`config.mk`:
```
export PLATFORM = sky130hd
export DESIGN_NAME = arcade_glue_top
export DESIGN_NICKNAME = d
export VERILOG_FILES = /design/src/source/arcade_pkg.sv /design/src/source/arcade_glue_top.sv /design/src/source/bridge_settings.sv /design/src/source/ce_divider.sv /design/src/source/control_sync.sv /design/src/source/video_out.sv
export VERILOG_INCLUDE_DIRS = /design/src /design/src/source
export SDC_FILE = /design/constraint.sdc
export NUM_CORES = 1
export LEC_CHECK = 0
export ABC_CLOCK_PERIOD_IN_PS = 2200
export BUFFER_PORTS_ARGS = -buffer_cell sky130_fd_sc_hd__buf_4
export CAP_MARGIN = 20
export CORE_UTILIZATION = 45
export DETAILED_ROUTE_END_ITERATION = 7
export PLACE_DENSITY = 0.83
export SETUP_SLACK_MARGIN = 0.3
export SYNTH_ARGS = -nofsm -noshare
export SYNTH_HDL_FRONTEND = slang
export SYNTH_SLANG_ARGS = --single-unit
```
`constraint.sdc`:
```
create_clock -name clk_74a -period 2.2 [get_ports clk_74a]
set_input_delay 0.33 -clock clk_74a [delete_from_list [all_inputs] [get_ports clk_74a]]
set_output_delay 0.33 -clock clk_74a [all_outputs]
set_load 0.05 [all_outputs]
```
`src/source/arcade_consts.svh`:
```
/*
  arcade glue constants
  bridge setting addresses, enable dividers, key synchronizer
  depth and controller key bit positions
*/

`ifndef ARCADE_CONSTS_SVH
`define ARCADE_CONSTS_SVH

// bridge settings, byte addresses
`define TEST_MODE_ADDR 32'h0000_0000
// dip 1 at base, dip 8 at base + 7 steps
`define DIP_ADDR_BASE  32'h0000_0010
`define DIP_ADDR_STEP  32'h0000_0010

// clock enable dividers, in clk_74a cycles
`define CPU_CE_DIV     10
`define SOUND_CE_DIV   56

// flops in the key synchronizer
`define SYNC_STAGES    3

// controller key bitmap positions
`define KEY_UP         0
`define KEY_DOWN       1
`define KEY_LEFT       2
`define KEY_RIGHT      3
`define KEY_A          4
`define KEY_X          6
`define KEY_SELECT     14
`define KEY_START      15

`endif

```
`src/source/arcade_pkg.sv`:
```
/*
  arcade glue types
  vector typedefs for bridge, controller, DIP and video signals
*/

`default_nettype none

package arcade_pkg;

  // bridge byte address
  typedef logic [31:0] bridge_addr_t;
  // bridge write data word
  typedef logic [31:0] bridge_data_t;

  // controller key bitmap, one bit per button
  typedef logic [15:0] key_bits_t;

  // one input port byte of the board
  typedef logic [7:0]  port_byte_t;

  // dip 1 in bit 7, dip 8 in bit 0
  typedef logic [7:0]  dip_bits_t;

  // red [23:16], green [15:8], blue [7:0]
  typedef logic [23:0] rgb_t;

endpackage

`default_nettype wire

```
`src/source/arcade_glue_top.sv`:
```
/*
  arcade glue top
  bridge settings, controller ports, clock enables and video stage
*/

`timescale 1ns/1ns
`default_nettype none

`include "arcade_consts.svh"

module arcade_glue_top (
  input  wire                           clk_74a,
  input  wire                           rst_n,
  // bridge and data slot strobes
  input  wire                           bridge_wr,
  input  wire arcade_pkg::bridge_addr_t bridge_addr,
  input  wire arcade_pkg::bridge_data_t bridge_wr_data,
  input  wire                           dataslot_requestwrite,
  input  wire                           dataslot_allcomplete,
  // controller
  input  wire arcade_pkg::key_bits_t    cont1_key,
  // video from the core
  input  wire                           hblank,
  input  wire                           vblank,
  input  wire                           hsync,
  input  wire                           vsync,
  input  wire arcade_pkg::rgb_t         rgb_in,
  // board side
  output logic                          test_mode,
  output arcade_pkg::dip_bits_t         dip_switch,
  output logic                          rom_init,
  output arcade_pkg::port_byte_t        ip1710,
  output arcade_pkg::port_byte_t        ip4740,
  output logic                          cpu_ce,
  output logic                          sound_ce,
  // scaler side
  output logic                          video_de,
  output logic                          video_hs,
  output logic                          video_vs,
  output arcade_pkg::rgb_t              video_rgb
);

  //////////////////////////////////////////////////
  // input side
  //////////////////////////////////////////////////

  bridge_settings bridge_settings_inst (
    .clk_74a               (clk_74a),
    .rst_n                 (rst_n),
    .bridge_wr             (bridge_wr),
    .bridge_addr           (bridge_addr),
    .bridge_wr_data        (bridge_wr_data),
    .dataslot_requestwrite (dataslot_requestwrite),
    .dataslot_allcomplete  (dataslot_allcomplete),
    .test_mode             (test_mode),
    .dip_switch            (dip_switch),
    .rom_init              (rom_init)
  );

  // test_mode also feeds port 1710
  control_sync control_sync_inst (
    .clk_74a   (clk_74a),
    .rst_n     (rst_n),
    .cont1_key (cont1_key),
    .test_mode (test_mode),
    .ip1710    (ip1710),
    .ip4740    (ip4740)
  );

  //////////////////////////////////////////////////
  // clock enables
  //////////////////////////////////////////////////

  ce_divider #(.DIVIDE(`CPU_CE_DIV)) cpu_ce_gen (
    .clk_74a (clk_74a),
    .rst_n   (rst_n),
    .ce      (cpu_ce)
  );

  ce_divider #(.DIVIDE(`SOUND_CE_DIV)) sound_ce_gen (
    .clk_74a (clk_74a),
    .rst_n   (rst_n),
    .ce      (sound_ce)
  );

  //////////////////////////////////////////////////
  // output side
  //////////////////////////////////////////////////

  video_out video_out_inst (
    .clk_74a   (clk_74a),
    .rst_n     (rst_n),
    .hblank    (hblank),
    .vblank    (vblank),
    .hsync     (hsync),
    .vsync     (vsync),
    .rgb_in    (rgb_in),
    .video_de  (video_de),
    .video_hs  (video_hs),
    .video_vs  (video_vs),
    .video_rgb (video_rgb)
  );

endmodule

`default_nettype wire

```
`src/source/bridge_settings.sv`:
```
/*
  bridge settings
  test-mode switch and DIP bank written by the host bridge,
  plus the ROM download level from the data-slot strobes
*/

`timescale 1ns/1ns
`default_nettype none

`include "arcade_consts.svh"

module bridge_settings (
  input  wire                      clk_74a,
  input  wire                      rst_n,
  input  wire                      bridge_wr,
  input  wire arcade_pkg::bridge_addr_t bridge_addr,
  input  wire arcade_pkg::bridge_data_t bridge_wr_data,
  input  wire                      dataslot_requestwrite,
  input  wire                      dataslot_allcomplete,
  output logic                     test_mode,
  output arcade_pkg::dip_bits_t    dip_switch,
  output logic                     rom_init
);

  import arcade_pkg::*;

  //////////////////////////////////////////////////
  // address decode
  //////////////////////////////////////////////////

  // one-hot hit per dip, same bit order as dip_switch
  dip_bits_t dip_hit;
  logic      test_hit;

  assign test_hit = (bridge_addr == bridge_addr_t'(`TEST_MODE_ADDR));

  always_comb begin
    for (int i = 0; i < 8; i++) begin
      // dip 1 lands in the top bit
      dip_hit[7 - i] =
        (bridge_addr == bridge_addr_t'(`DIP_ADDR_BASE + i * `DIP_ADDR_STEP));
    end
  end

  //////////////////////////////////////////////////
  // setting registers
  //////////////////////////////////////////////////

  // only bit 0 of the write word is kept
  always_ff @(posedge clk_74a or negedge rst_n) begin
    if (!rst_n) begin
      test_mode <= 1'b0;
    end else if (bridge_wr && test_hit) begin
      test_mode <= bridge_wr_data[0];
    end
  end

  // hit bits take the new value, the rest hold
  always_ff @(posedge clk_74a or negedge rst_n) begin
    if (!rst_n) begin
      dip_switch <= '0;
    end else if (bridge_wr) begin
      dip_switch <= (dip_switch & ~dip_hit) |
                    ({8{bridge_wr_data[0]}} & dip_hit);
    end
  end

  //////////////////////////////////////////////////
  // rom download level
  //////////////////////////////////////////////////

  // request wins when both strobes share a cycle
  always_ff @(posedge clk_74a or negedge rst_n) begin
    if (!rst_n) begin
      rom_init <= 1'b0;
    end else if (dataslot_requestwrite) begin
      rom_init <= 1'b1;
    end else if (dataslot_allcomplete) begin
      rom_init <= 1'b0;
    end
  end

endmodule

`default_nettype wire

```
`src/source/ce_divider.sv`:
```
/*
  clock enable divider
  one-cycle enable every DIVIDE clk_74a cycles
*/

`timescale 1ns/1ns
`default_nettype none

module ce_divider #(
  parameter int DIVIDE = 10
) (
  input  wire  clk_74a,
  input  wire  rst_n,
  output logic ce
);

  // counter just wide enough for DIVIDE - 1
  localparam int CNT_W = (DIVIDE > 2) ? $clog2(DIVIDE) : 1;

  localparam logic [CNT_W-1:0] CNT_LAST = CNT_W'(DIVIDE - 1);

  logic [CNT_W-1:0] cnt;

  //////////////////////////////////////////////////
  // wrapping counter and enable
  //////////////////////////////////////////////////

  // enable follows the cycle the counter sits at its last value
  always_ff @(posedge clk_74a or negedge rst_n) begin
    if (!rst_n) begin
      cnt <= '0;
      ce  <= 1'b0;
    end else if (cnt == CNT_LAST) begin
      cnt <= '0;
      ce  <= 1'b1;
    end else begin
      cnt <= cnt + 1'b1;
      ce  <= 1'b0;
    end
  end

  // first pulse lands DIVIDE cycles after reset release

endmodule

`default_nettype wire

```
`src/source/control_sync.sv`:
```
/*
  controller synchronizer
  brings the player-one key bitmap into clk_74a and maps it
  onto the board's two input port bytes
*/

`timescale 1ns/1ns
`default_nettype none

`include "arcade_consts.svh"

module control_sync (
  input  wire                        clk_74a,
  input  wire                        rst_n,
  input  wire arcade_pkg::key_bits_t cont1_key,
  input  wire                        test_mode,
  output arcade_pkg::port_byte_t     ip1710,
  output arcade_pkg::port_byte_t     ip4740
);

  import arcade_pkg::*;

  //////////////////////////////////////////////////
  // key synchronizer
  //////////////////////////////////////////////////

  // stage 0 samples the asynchronous keys
  key_bits_t key_sync [`SYNC_STAGES];
  key_bits_t key_q;

  always_ff @(posedge clk_74a or negedge rst_n) begin
    if (!rst_n) begin
      for (int s = 0; s < `SYNC_STAGES; s++) begin
        key_sync[s] <= '0;
      end
    end else begin
      key_sync[0] <= cont1_key;
      for (int s = 1; s < `SYNC_STAGES; s++) begin
        key_sync[s] <= key_sync[s - 1];
      end
    end
  end

  // last stage feeds the mapping
  assign key_q = key_sync[`SYNC_STAGES - 1];

  //////////////////////////////////////////////////
  // port mapping
  //////////////////////////////////////////////////

  // test switch is active low on the board
  assign ip1710 = {
    key_q[`KEY_A],       // test 1
    ~test_mode,          // test 2
    2'b00,
    key_q[`KEY_SELECT],  // coin 1
    1'b0,                // coin 2, not mapped
    key_q[`KEY_X],       // player 2 start
    key_q[`KEY_START]    // player 1 start
  };

  // joystick directions in the low nibble
  assign ip4740 = {
    4'b0000,
    key_q[`KEY_LEFT],
    key_q[`KEY_RIGHT],
    key_q[`KEY_UP],
    key_q[`KEY_DOWN]
  };

endmodule

`default_nettype wire

```
`src/source/video_out.sv`:
```
/*
  video output stage
  registered data enable, colour held outside the active area
  and one-cycle pulses on rising sync edges
*/

`timescale 1ns/1ns
`default_nettype none

module video_out (
  input  wire                   clk_74a,
  input  wire                   rst_n,
  input  wire                   hblank,
  input  wire                   vblank,
  input  wire                   hsync,
  input  wire                   vsync,
  input  wire arcade_pkg::rgb_t rgb_in,
  output logic                  video_de,
  output logic                  video_hs,
  output logic                  video_vs,
  output arcade_pkg::rgb_t      video_rgb
);

  // active area, neither blank asserted
  logic active;
  // sync levels from the previous cycle
  logic hs_prev;
  logic vs_prev;

  assign active = ~(hblank | vblank);

  //////////////////////////////////////////////////
  // output registers
  //////////////////////////////////////////////////

  always_ff @(posedge clk_74a or negedge rst_n) begin
    if (!rst_n) begin
      video_de  <= 1'b0;
      video_rgb <= '0;
      video_hs  <= 1'b0;
      video_vs  <= 1'b0;
      hs_prev   <= 1'b0;
      vs_prev   <= 1'b0;
    end else begin
      video_de <= active;
      // colour only loads in the active area
      if (active) begin
        video_rgb <= rgb_in;
      end
      // rising edge detect, one cycle wide
      video_hs <= hsync & ~hs_prev;
      video_vs <= vsync & ~vs_prev;
      hs_prev  <= hsync;
      vs_prev  <= vsync;
    end
  end

endmodule

`default_nettype wire

```
# --- After elaboration in Yosys (flattened, before gate mapping) ---
# Index checks and enable logic that the tools add are counted.
word_totals:
  reg_bits: 99
  latchBits: 0
  ramBits: 0
  mem_bits_ro: 0
  out_inout_bits: 55
  elab_cells: 48
  n_memories: 0
classes:
  addsub: 2
  multipliers: 0
  n_div: 0
  magnitude_cmp: 0
  n_eq_ne: 10
  shift: 0
  muxes: 6
  bitwise_logic: 11
  n_reduce_logical: 3
ops:
  columns: ["op", "n"]
  rows:
  - ["== test 32 x 7 -> 1 bit, second input constant", 4]
  - ["== test 32 x 6 -> 1 bit, second input constant", 2]
  - ["== test 32 x 5 -> 1 bit, second input constant", 1]
  - ["== test 32 x 8 -> 1 bit, second input constant", 1]
  - ["logical NOT 32 bit", 1]
  - ["AND 8 bit", 2]
  - ["inverter 8 bit", 1]
  - ["OR 8 bit", 1]
  - ["adder 6 x 1 -> 6 bit, second input constant", 1]
  - ["== test 6 bit, second input constant", 1]
  - ["2-to-1 mux 6 bit", 1]
  - ["adder 4 x 1 -> 4 bit, second input constant", 1]
  - ["== test 4 bit, second input constant", 1]
  - ["2-to-1 mux 1 bit", 4]
  - ["2-to-1 mux 4 bit", 1]
  - ["inverter 1 bit", 4]
  - ["AND 1 bit", 2]
  - ["nonzero test 2 bit", 1]
  - ["logical AND 1 bit", 1]
  - ["OR 1 bit", 1]

# --- Logic depth before layout (Yosys ltp) ---
# Gate-level depths: netlist of the first run.
logic_depth:
  depth_word: 4
  ltp_mapped: 4
  ltp_nobuf: 4

# --- Cells and area by module ---
# From an unflattened synthesis of the first run, not the netlist that was laid out.
unflattened:
  hier_cells: 187
  hier_area_um2: 2802.7
by_module_without_submodules:
  columns: ["mod", "n_inst", "cells_each", "area_per_inst_um2", "seq_area_each_um2"]
  rows:
  - ["video_out", 1, 58, 1042.2, 725.7]
  - ["control_sync", 1, 41, 720.7, 600.6]
  - ["bridge_settings", 1, 47, 551.8, 250.2]
  - ["ce_divider (sound_ce_gen)", 1, 25, 291.5, 175.2]
  - ["ce_divider (cpu_ce_gen)", 1, 16, 196.4, 125.1]

# --- Worst setup path after synthesis of the first run ---
# Ideal clock, no wire load.
synth_path:
  path_type: "input port to flip-flop"
  startpoint: "input bridge_addr[18]"
  endpoint: "register (tool-made name)"
  setup_time_ns: 0.125
  t_arrival_ns: 1.483
  required_ns: 2.075
  setup_slack_ns: 0.592
  cell_stages: 4
  n_path_buf: 0
  cell_sequence: "nor4_2 nand4_2 nor4_1 mux2_2"
synth_rtl:
  columns: ["element", "line", "source"]
  rows:
  - ["start: declaration", "arcade_glue_top.sv:16", "input wire arcade_pkg::bridge_addr_t bridge_addr,"]

==> results of run 1 <==
metrics by stage:
stage / setup slack, ns / area (sq um) / total power [mW] / std cells / util
2_1_floorplan: 0.592 / 2820 / 1.95 / 192 / -
3_3_place_gp: 0.309 / 3730 / 2.20 / 373 / 0.627
3_5_place_dp: 0.249 / 3730 / 2.22 / 373 / 0.627
4_1_cts: 0.598 / 3910 / 3.15 / 389 / 0.656
5_1_grt: 0.477 / 3910 / 3.25 / 389 / 0.656
6_report: 0.585 / 3910 / 3.10 / 389 / 0.656
logic make-up after synthesis:
family	Yosys count
flip-flops	75
AND/OR/NAND/NOR	44
multiplexers	33
buffers and inverters	21
AO/OA/AOI/OAI	7
XOR/XNOR	4
adder cells (fa/ha/maj)	1
other	1
path summary, 6_finish.rpt:
| path | slack, ns | to |
|---|---|---|
| setup / recovery | 0.59 | register |
| hold / removal | 0.001 | video_out_inst.video_rgb[14] |
| setup reg to reg | 1.05 | sound_ce_gen.cnt[3] |
| hold reg to reg | 0.35 | control_sync_inst.key_q[4] |
| max in group asynchronous | 1.89 | control_sync_inst.key_sync[17] |
| min in group clk_74a | 0.10 | control_sync_inst.key_sync[46] |
routing by layer:
layer | GRT usage | vias to the layer above | wire, um
met1 | 0.206 | 892 | 2130
met5 | 0 | - | 0
met4 | 0.0821 | 0 | 97
li1 | - | 873 | -
met3 | 0.0584 | 7 | 316
met2 | 0.291 | 55 | 2810
placed cells by master, fill, tap and decap left out, types with 3 or more instances in the layout:
cell type / count
sky130_fd_sc_hd__nand3_1: 3
sky130_fd_sc_hd__nand2b_1: 5
sky130_fd_sc_hd__nor4_2: 4
sky130_fd_sc_hd__nor2_1: 5
sky130_fd_sc_hd__dfrtp_1: 75
sky130_fd_sc_hd__nand2_1: 5
sky130_fd_sc_hd__nor2b_1: 3
sky130_fd_sc_hd__clkbuf_8: 9
sky130_fd_sc_hd__o21ai_0: 3
sky130_fd_sc_hd__mux2_2: 26
sky130_fd_sc_hd__inv_6: 3
sky130_fd_sc_hd__mux2_1: 7
sky130_fd_sc_hd__inv_1: 4
sky130_fd_sc_hd__conb_1: 7
sky130_fd_sc_hd__nor4_1: 9
sky130_fd_sc_hd__buf_4: 122
cell type report:
| type | instances | share of cell area |
|---|---|---|
| tap | 75 | 0.0240 |
| timing repair buffer | 123 | 0.239 |
| multi-input combinational | 96 | 0.208 |
| inverter | 4 | 0.00384 |
| clock buffer | 10 | 0.0327 |
| sequential | 75 | 0.480 |
| clock inverter | 6 | 0.0122 |
where the power goes:
group          internal (mW)  switching [mW]  total, mW
sequential              1.47          0.0422       1.51
combinational          0.247           0.422      0.670
clock                  0.422           0.500      0.921
total                   2.14           0.964       3.10
==> results.md, run 1 <==
Critical path:
- The worst reg-to-reg path cell count is 4.
- STA puts the critical path data arrival time at 1.82 ns.
- The worst setup path is of the in -> reg kind.
- The maximum net fanout on the critical path is 9.
- The worst setup path is captured at a register.
- In this run the worst setup path begins at bridge_addr[26].
- The slowest stage of the critical path belongs to the cell sky130_fd_sc_hd__nor4_1.
- The critical path goes through buf_4 -> nor4_2 -> nand4_2 -> nor4_1 -> mux2_1.
- The cell family contributing the most delay on the critical path is simple AND/OR/NAND/NOR gates.
- For the worst setup path, the data required time is 2.40 ns.
- The peak per-stage delay on the critical path is 0.46 ns.
- The buffering stage count on the worst path with inverters included is 1.
- The startpoint of the most critical register-to-register path is sound_ce_gen.cnt[0].
- The critical path runs through a total of 5 cells.
- STA classifies the critical path startpoint as an input port.

Timing:
- The count of pins over their slew limit was 0.
- Derived from the worst setup path, the maximum achievable clock frequency is a little over 0.6 GHz.
- The total setup violations reported at the end of the flow is 0.
- The sum of negative setup slack is 0 ns.
- The number of failing hold endpoints at the final stage is 0.
- The final cycle utilization of the critical path is 0.734.
- Hold timing on the final database bottoms out at a slack of 0.00104 ns.
- The clock period could shrink to 1.61 ns.
- The clock tree skew after final layout is 0.00610 ns.
- Setup repair after global routing left no endpoint under its margin.

Yosys:
- The dominant cell by count in the synthesized netlist is sky130_fd_sc_hd__dfrtp_1.
- The leading register cell type out of synthesis is sky130_fd_sc_hd__dfrtp_1.
- Counting flops with an async set or reset pin after synthesis yields a share of 1.00.
- By area the synthesized netlist is led by sky130_fd_sc_hd__dfrtp_1 (67%), sky130_fd_sc_hd__mux2_2 (10%), sky130_fd_sc_hd__buf_4 (4.0%).
- In this run, synthesis inferred 0 flip-flops with an integrated enable.
- The mux share of post-synthesis cell area is 0.133.
- The sequential cell area fraction in the yosys report is 0.670.
- The post-synthesis xor/xnor area fraction is 0.0125.
- In this run, synthesis produced a sequential element count of 75.
- The number of distinct library cells after synthesis is 27.
- Of the total synthesized cell area, the portion taken by full adders, half adders and majority gates is 0.00447.
- Yosys printed 0 warnings.
- Dividing the synthesized area by the synthesized cell count gives 15.1 sq um.
- The share of synthesized area in the top cell type comes to 0.670.
- Counting instances in the post-synthesis netlist gives the leading cell types as sky130_fd_sc_hd__dfrtp_1 (75), sky130_fd_sc_hd__mux2_2 (26), sky130_fd_sc_hd__buf_4 (15).
- The cell area that synthesis handed to floorplanning was between 2000 and 3000 sq um.
- The post-synthesis simple-gate area fraction is 0.113.
- The area fraction in compound gates after synthesis is 0.0165.
- sky130_fd_sc_hd__dfrtp_1 takes more of the synthesized area than any other cell.
- After synthesis, the largest family of logic cells by area is multiplexers.
- The post-synthesis instance total is 186.

Clocking:
- The clock tree from TritonCTS is yes.
- The clock insertion delay at the later pin of the skew report is 0.33 ns.
- The hold buffer count at CTS is 0.
- The buffer type at the clock tree root is sky130_fd_sc_hd__clkbuf_8.
- The maximum buffer depth of the clock tree is 2.
- The number of setup buffers added after CTS is 0.
- Clock-pin slew was measured on the worst setup and hold paths at ~0.08 ns.
- Clock tree synthesis inserted a total of 9 buffers.
- The number of gates resized after CTS was 0.
- CTS built an H-tree with a depth of 3.
- The total number of clock tree sinks is between 70 and 80.

Global routing:
- Entering global routing, the biggest net connects 76 pins.
- The via count of the first global-routing pass was 1804.
- In the global route stage, overall resource usage came out at 0.176.
- The initial antenna violation count is 0.
- The first-pass GRT wire length is 8.38 mm.
- Summed over all layers, the global routing overflow is 0.

Layout:
- In the final layout, the multi-input gates occupy 812 sq um.
- The number of antenna cells inserted is 0.
- The area growth from synthesis to layout is 39.5%.
- After filler insertion, the fill cell instance count of the layout stands at 483.
- In the final layout, the share of cells above drive strength 1 is 0.557.
- In the final layout, flip-flops and latches occupy around 1900 sq um.
- After the last flow step, the layout net total stands at ~420.

Floorplanning:
- The y dimension of the die is 80.9 um.
- The die covers 6540 sq um.
- The core area is 5960 sq um.
- Row generation in the floorplan step produced 28 rows.
- The width of the chip is 80.9 um.
- The initial utilization of the core area, before any placement, comes to 0.470.
- The number of primary I/O pins is 168.

Drt:
- The average routed wire per standard cell is 13.8 um.
- The number of vias per cell after detailed routing is 4.70.
- The residual antenna-violating net count after detailed routing is 0.
- The routed layout has around 1800 vias.
- The detailed-route DRC error count is 0.
- For this block, the initial DRC count from the detailed router was 49.
- For this run, the detailed router's first-pass iteration total came to 4.
- Wires add up to 5.36 mm.

Power:
- The power per unit of standard cell area is 794 nW/um^2.
- In this run the static leakage power is ~1.9 nW.
- The maximum ir drop on the vdd rail is approximately 0.45 mV.

Placed design:
- The detailed placement HPWL is 4.09 mm.
- Buffers placed on the I/O ports in this run total ~120.
- The routability-driven placement congestion ratio is 0.796.

Run:
- Max-cap violations in this run came to 0.

Run status:
- The run finished with clean final reports.

Hold path:
- The class of the tightest hold or removal check is in -> async.
Note: power is estimated with default switching activity, not from simulation.
==> inputs of run 2 (changes only) <==
--- a/config.mk
+++ b/config.mk
@@ -6,12 +6,12 @@
 export SDC_FILE = /design/constraint.sdc
 export NUM_CORES = 1
 export LEC_CHECK = 0
-export ABC_CLOCK_PERIOD_IN_PS = 2200
+export ABC_CLOCK_PERIOD_IN_PS = 1300
 export BUFFER_PORTS_ARGS = -buffer_cell sky130_fd_sc_hd__buf_4
 export CAP_MARGIN = 20
-export CORE_UTILIZATION = 45
+export CORE_UTILIZATION = 39
 export DETAILED_ROUTE_END_ITERATION = 7
-export PLACE_DENSITY = 0.83
+export PLACE_DENSITY = 0.76
 export SETUP_SLACK_MARGIN = 0.3
 export SYNTH_ARGS = -nofsm -noshare
 export SYNTH_HDL_FRONTEND = slang
==> constraint.sdc (replaced) <==
create_clock -name clk_74a -period 1.3 [get_ports clk_74a]
set_input_delay 0.195 -clock clk_74a [delete_from_list [all_inputs] [get_ports clk_74a]]
set_output_delay 0.195 -clock clk_74a [all_outputs]
set_load 0.05 [all_outputs]
==> run 2 against run 1 <==
Compared with the run above:
- clock skew increased by 0.00069 ns
- register-to-register slack got worse by 0.80 ns
- critical path type unchanged
- critical path depth increased by 1
- non-clock buffer count increased by 34
- worst hold slack improved by 0.022 ns
- cell count increased by 15%
- global-route usage increased by 1.4 points
- sequential share of layout area decreased by 8.2 points
- final area increased by 21%
- utilization increased by 3.1 points
- highest routed layer unchanged
- the flow now finishes with violations (setup timing)
==> results.md, run 2 (same netlist as run 1, synthesis figures left out) <==
Run status:
- Status: finished with violations (was complete, no violations).
- The checks that failed: setup timing.

Drt:
- The DRC violation total after the first TritonRoute iteration is 52 (was 49).
- The number of search-and-repair iterations in the first detailed-routing pass is 4 (unchanged).
- The average routed wire per standard cell is 15.5 um (was 13.8 um).
- The detailed-route DRC error count is 0 (unchanged).
- The number of vias per cell after detailed routing was 4.61 (was 4.70).
- The residual antenna-violating net count after detailed routing came to 0 (unchanged).
- The number of vias after detailed routing is 2058 (was 1827).
- The routed wire length was 6.92 mm (was 5.36 mm).

Layout:
- The final non-filler cell total is 446 (was 389).
- The most common cell after layout, fill and taps aside is sky130_fd_sc_hd__buf_4 (unchanged).
- The ratio of cells with drive above 1 in the final layout came to 0.617 (was 0.557).
- The number of antenna cells inserted was 0 (unchanged).
- Most used cells in the layout excluding fill and tap cells: sky130_fd_sc_hd__buf_4 (82), sky130_fd_sc_hd__dfrtp_1 (75), sky130_fd_sc_hd__buf_6 (61), sky130_fd_sc_hd__mux2_2 (26), sky130_fd_sc_hd__dlygate4sd3_1 (11) (was sky130_fd_sc_hd__buf_4 (122), sky130_fd_sc_hd__dfrtp_1 (75), sky130_fd_sc_hd__mux2_2 (26), sky130_fd_sc_hd__nor4_1 (9), sky130_fd_sc_hd__clkbuf_8 (9)).
- The area growth from synthesis to layout came to 68.4% (was 39.5%).
- The number of filler instances in the final layout is 474 (was 483).
- The area taken by flip-flops and latches is 1880 sq um (unchanged).
- The area of combinational cells with multiple inputs is 1010 sq um (was 812 sq um).
- The number of nets in the layout is 459 (was 423).

Hold path:
- The launch instance of the worst min-delay path is dataslot_requestwrite.
- The number of cells traversed by the worst hold path is 2.
- The end of the worst hold path is bridge_settings_inst.rom_init.
- The class of the tightest hold or removal check is in -> reg (was in -> async).

Placed design:
- The number of placed instances, taps included is 399 (was 373).
- The placement-stage worst setup slack is -0.452 ns (was 0.249 ns).
- The number of port buffers is 121 (unchanged).
- The detailed placement HPWL is 3.84 mm (was 4.09 mm).
- The routability-driven placement congestion ratio was 0.767 (was 0.796).

Global routing:
- The leftover overflow at the end of global routing came to 0 (unchanged).
- The first-pass GRT wire length is 10.5 mm (was 8.38 mm).
- The via count of the first global-routing pass is 2125 (was 1804).
- The initial antenna violation count is 0 (unchanged).
- The all-layer global routing usage is 0.190 (was 0.176).
- The largest net degree at the start of global routing is 76 (unchanged).

Timing:
- The final cycle utilization of the critical path is 1.13.
- The sum of negative setup slack is -0.840 ns (was 0 ns).
- The number of failing hold endpoints at the final stage came to 0 (unchanged).
- Unrepaired setup endpoints after global routing: yes (was no).
- Based on the critical path, the design can be clocked at up to 0.681 GHz.
- The total setup violations reported at the end of the flow is 9 (was 0).
- The minimum period implied by the final worst setup slack is 1.47 ns.
- The clock tree skew after final layout is 0.00679 ns (was 0.00610 ns).
- The post-layout worst setup margin is -0.169 ns (was 0.585 ns).
- The count of pins over their slew limit is 0 (unchanged).

Power:
- The total power of the final layout is 5.83 mW (was 3.10 mW).
- The leakage power figure is 2.23 nW (was 1.91 nW).
- The power per unit of standard cell area was 1230 nW/um^2 (was 794 nW/um^2).
- The maximum ir drop on the vdd rail is 0.868 mV (was 0.454 mV).

Critical path:
- The worst reg2reg path endpoint is sound_ce_gen.cnt[3] (unchanged).
- Sequence of cells on the critical path: buf_6 -> nor4_4 -> nand4_2 -> buf_6 -> nor4_4 -> mux2_4 (was buf_4 -> nor4_2 -> nand4_2 -> nor4_1 -> mux2_1).
- The maximum net fanout on the critical path is 3 (was 9).
- The cell with the biggest individual delay on the critical path is sky130_fd_sc_hd__nor4_4 (was sky130_fd_sc_hd__nor4_1).
- The kind of start point of the critical path was an input port (unchanged).
- The category of the critical setup timing path is in -> reg (unchanged).
- The worst reg-to-reg path cell count is 4 (unchanged).
- The arrival time of the worst setup path was 1.69 ns (was 1.82 ns).
- The required time reported for the critical path endpoint is 1.52 ns (was 2.40 ns).
- The peak per-stage delay on the critical path is 0.38 ns (was 0.46 ns).
- The startpoint of the most critical register-to-register path is sound_ce_gen.cnt[0] (unchanged).
- The kind of capture point of the worst setup path is a register (unchanged).
- The slack of the worst reg-to-reg path is 0.25 ns (was 1.05 ns).

Floorplanning:
- The number of primary I/O pins is 168 (unchanged).
- The full die area is 7530 sq um (was 6540 sq um).
- The y dimension of the die is 86.8 um (was 80.9 um).
- The count of standard-cell rows was 30 (was 28).
- The effective utilization at floorplan is 0.408 (was 0.470).
- The core area is 6870 sq um (was 5960 sq um).
- The width of the chip came to 86.8 um (was 80.9 um).

Clocking:
- The clock tree from TritonCTS is yes (unchanged).
- The clock insertion delay at the later pin of the skew report is 0.34 ns (was 0.33 ns).
- The number of buffers created by CTS was 9 (unchanged).
- The clock slew seen by the registers of the worst setup and hold paths came to 0.09 ns (was 0.08 ns).
- The maximum buffer depth of the clock tree is 2 (unchanged).
- The buffer type at the clock tree root is sky130_fd_sc_hd__clkbuf_8 (unchanged).
- The total number of clock tree sinks was 75 (unchanged).
- The deepest level of the CTS H-tree was 3 (unchanged).

Run:
- The number of max-capacitance violations reported is 0 (unchanged).
run 2: cell type report:
cell class,count,share of cell area
clock buffer,9,0.0263
sequential,75,0.398
multi-input combinational,98,0.215
timing repair buffer,157,0.312
inverter,4,0.00318
clock inverter,7,0.0204
tap,96,0.0255
run 2: how the worst max path moves through the flow:
stage	slack [ns]	to	start
global route	-0.19	register	bridge_addr[30]
finish	-0.17	register	bridge_addr[30]
floorplan	-0.17	register	bridge_addr[18]
detailed placement	-0.45	register	bridge_addr[26]
global placement	-0.41	register	bridge_addr[18]
CTS	-0.02	register	bridge_addr[31]
run 2: stage by stage:
step           hold WS [ns]  area [sq um]   util
3_3_place_gp          0.237          3830  0.558
2_1_floorplan        -0.101          2840      -
3_5_place_dp          0.240          3830  0.558
5_1_grt             0.00471          4720  0.687
4_1_cts             0.00314          4610  0.672
6_report             0.0233          4720  0.687
run 2: layer usage:
layer	vias up	global-route usage	wire length, um
li1	948	-	-
met1	1010	0.218	2600
met5	-	0	0
met2	84	0.313	3680
met4	0	0.0970	153
met3	16	0.0695	493
run 2: timing repair:
action	4_1_cts	5_1_grt
setup endpoints to repair	61	64
pin swaps	24	12
resized for setup	82	5
buffers inserted	7	11
hold buffers	11	0
endpoints found under the hold margin	85	0
cloned	2	0
run 2: worst max-delay path: cells and delay by family:
| kind | cells | cell delay, ns |
|---|---|---|
| AND/OR/NAND/NOR | 3 | 0.88 |
| multiplexers | 1 | 0.34 |
| buffers and inverters | 2 | 0.28 |
run 2: power breakdown:
group / leakage, nW / internal, mW / total [mW] / switching [mW]
Combinational: 1.22 / 0.575 / 1.35 / 0.776
Sequential: 0.904 / 2.49 / 2.58 / 0.0937
Clock: 0.108 / 0.945 / 1.89 / 0.947
Total: 2.23 / 4.01 / 5.83 / 1.82
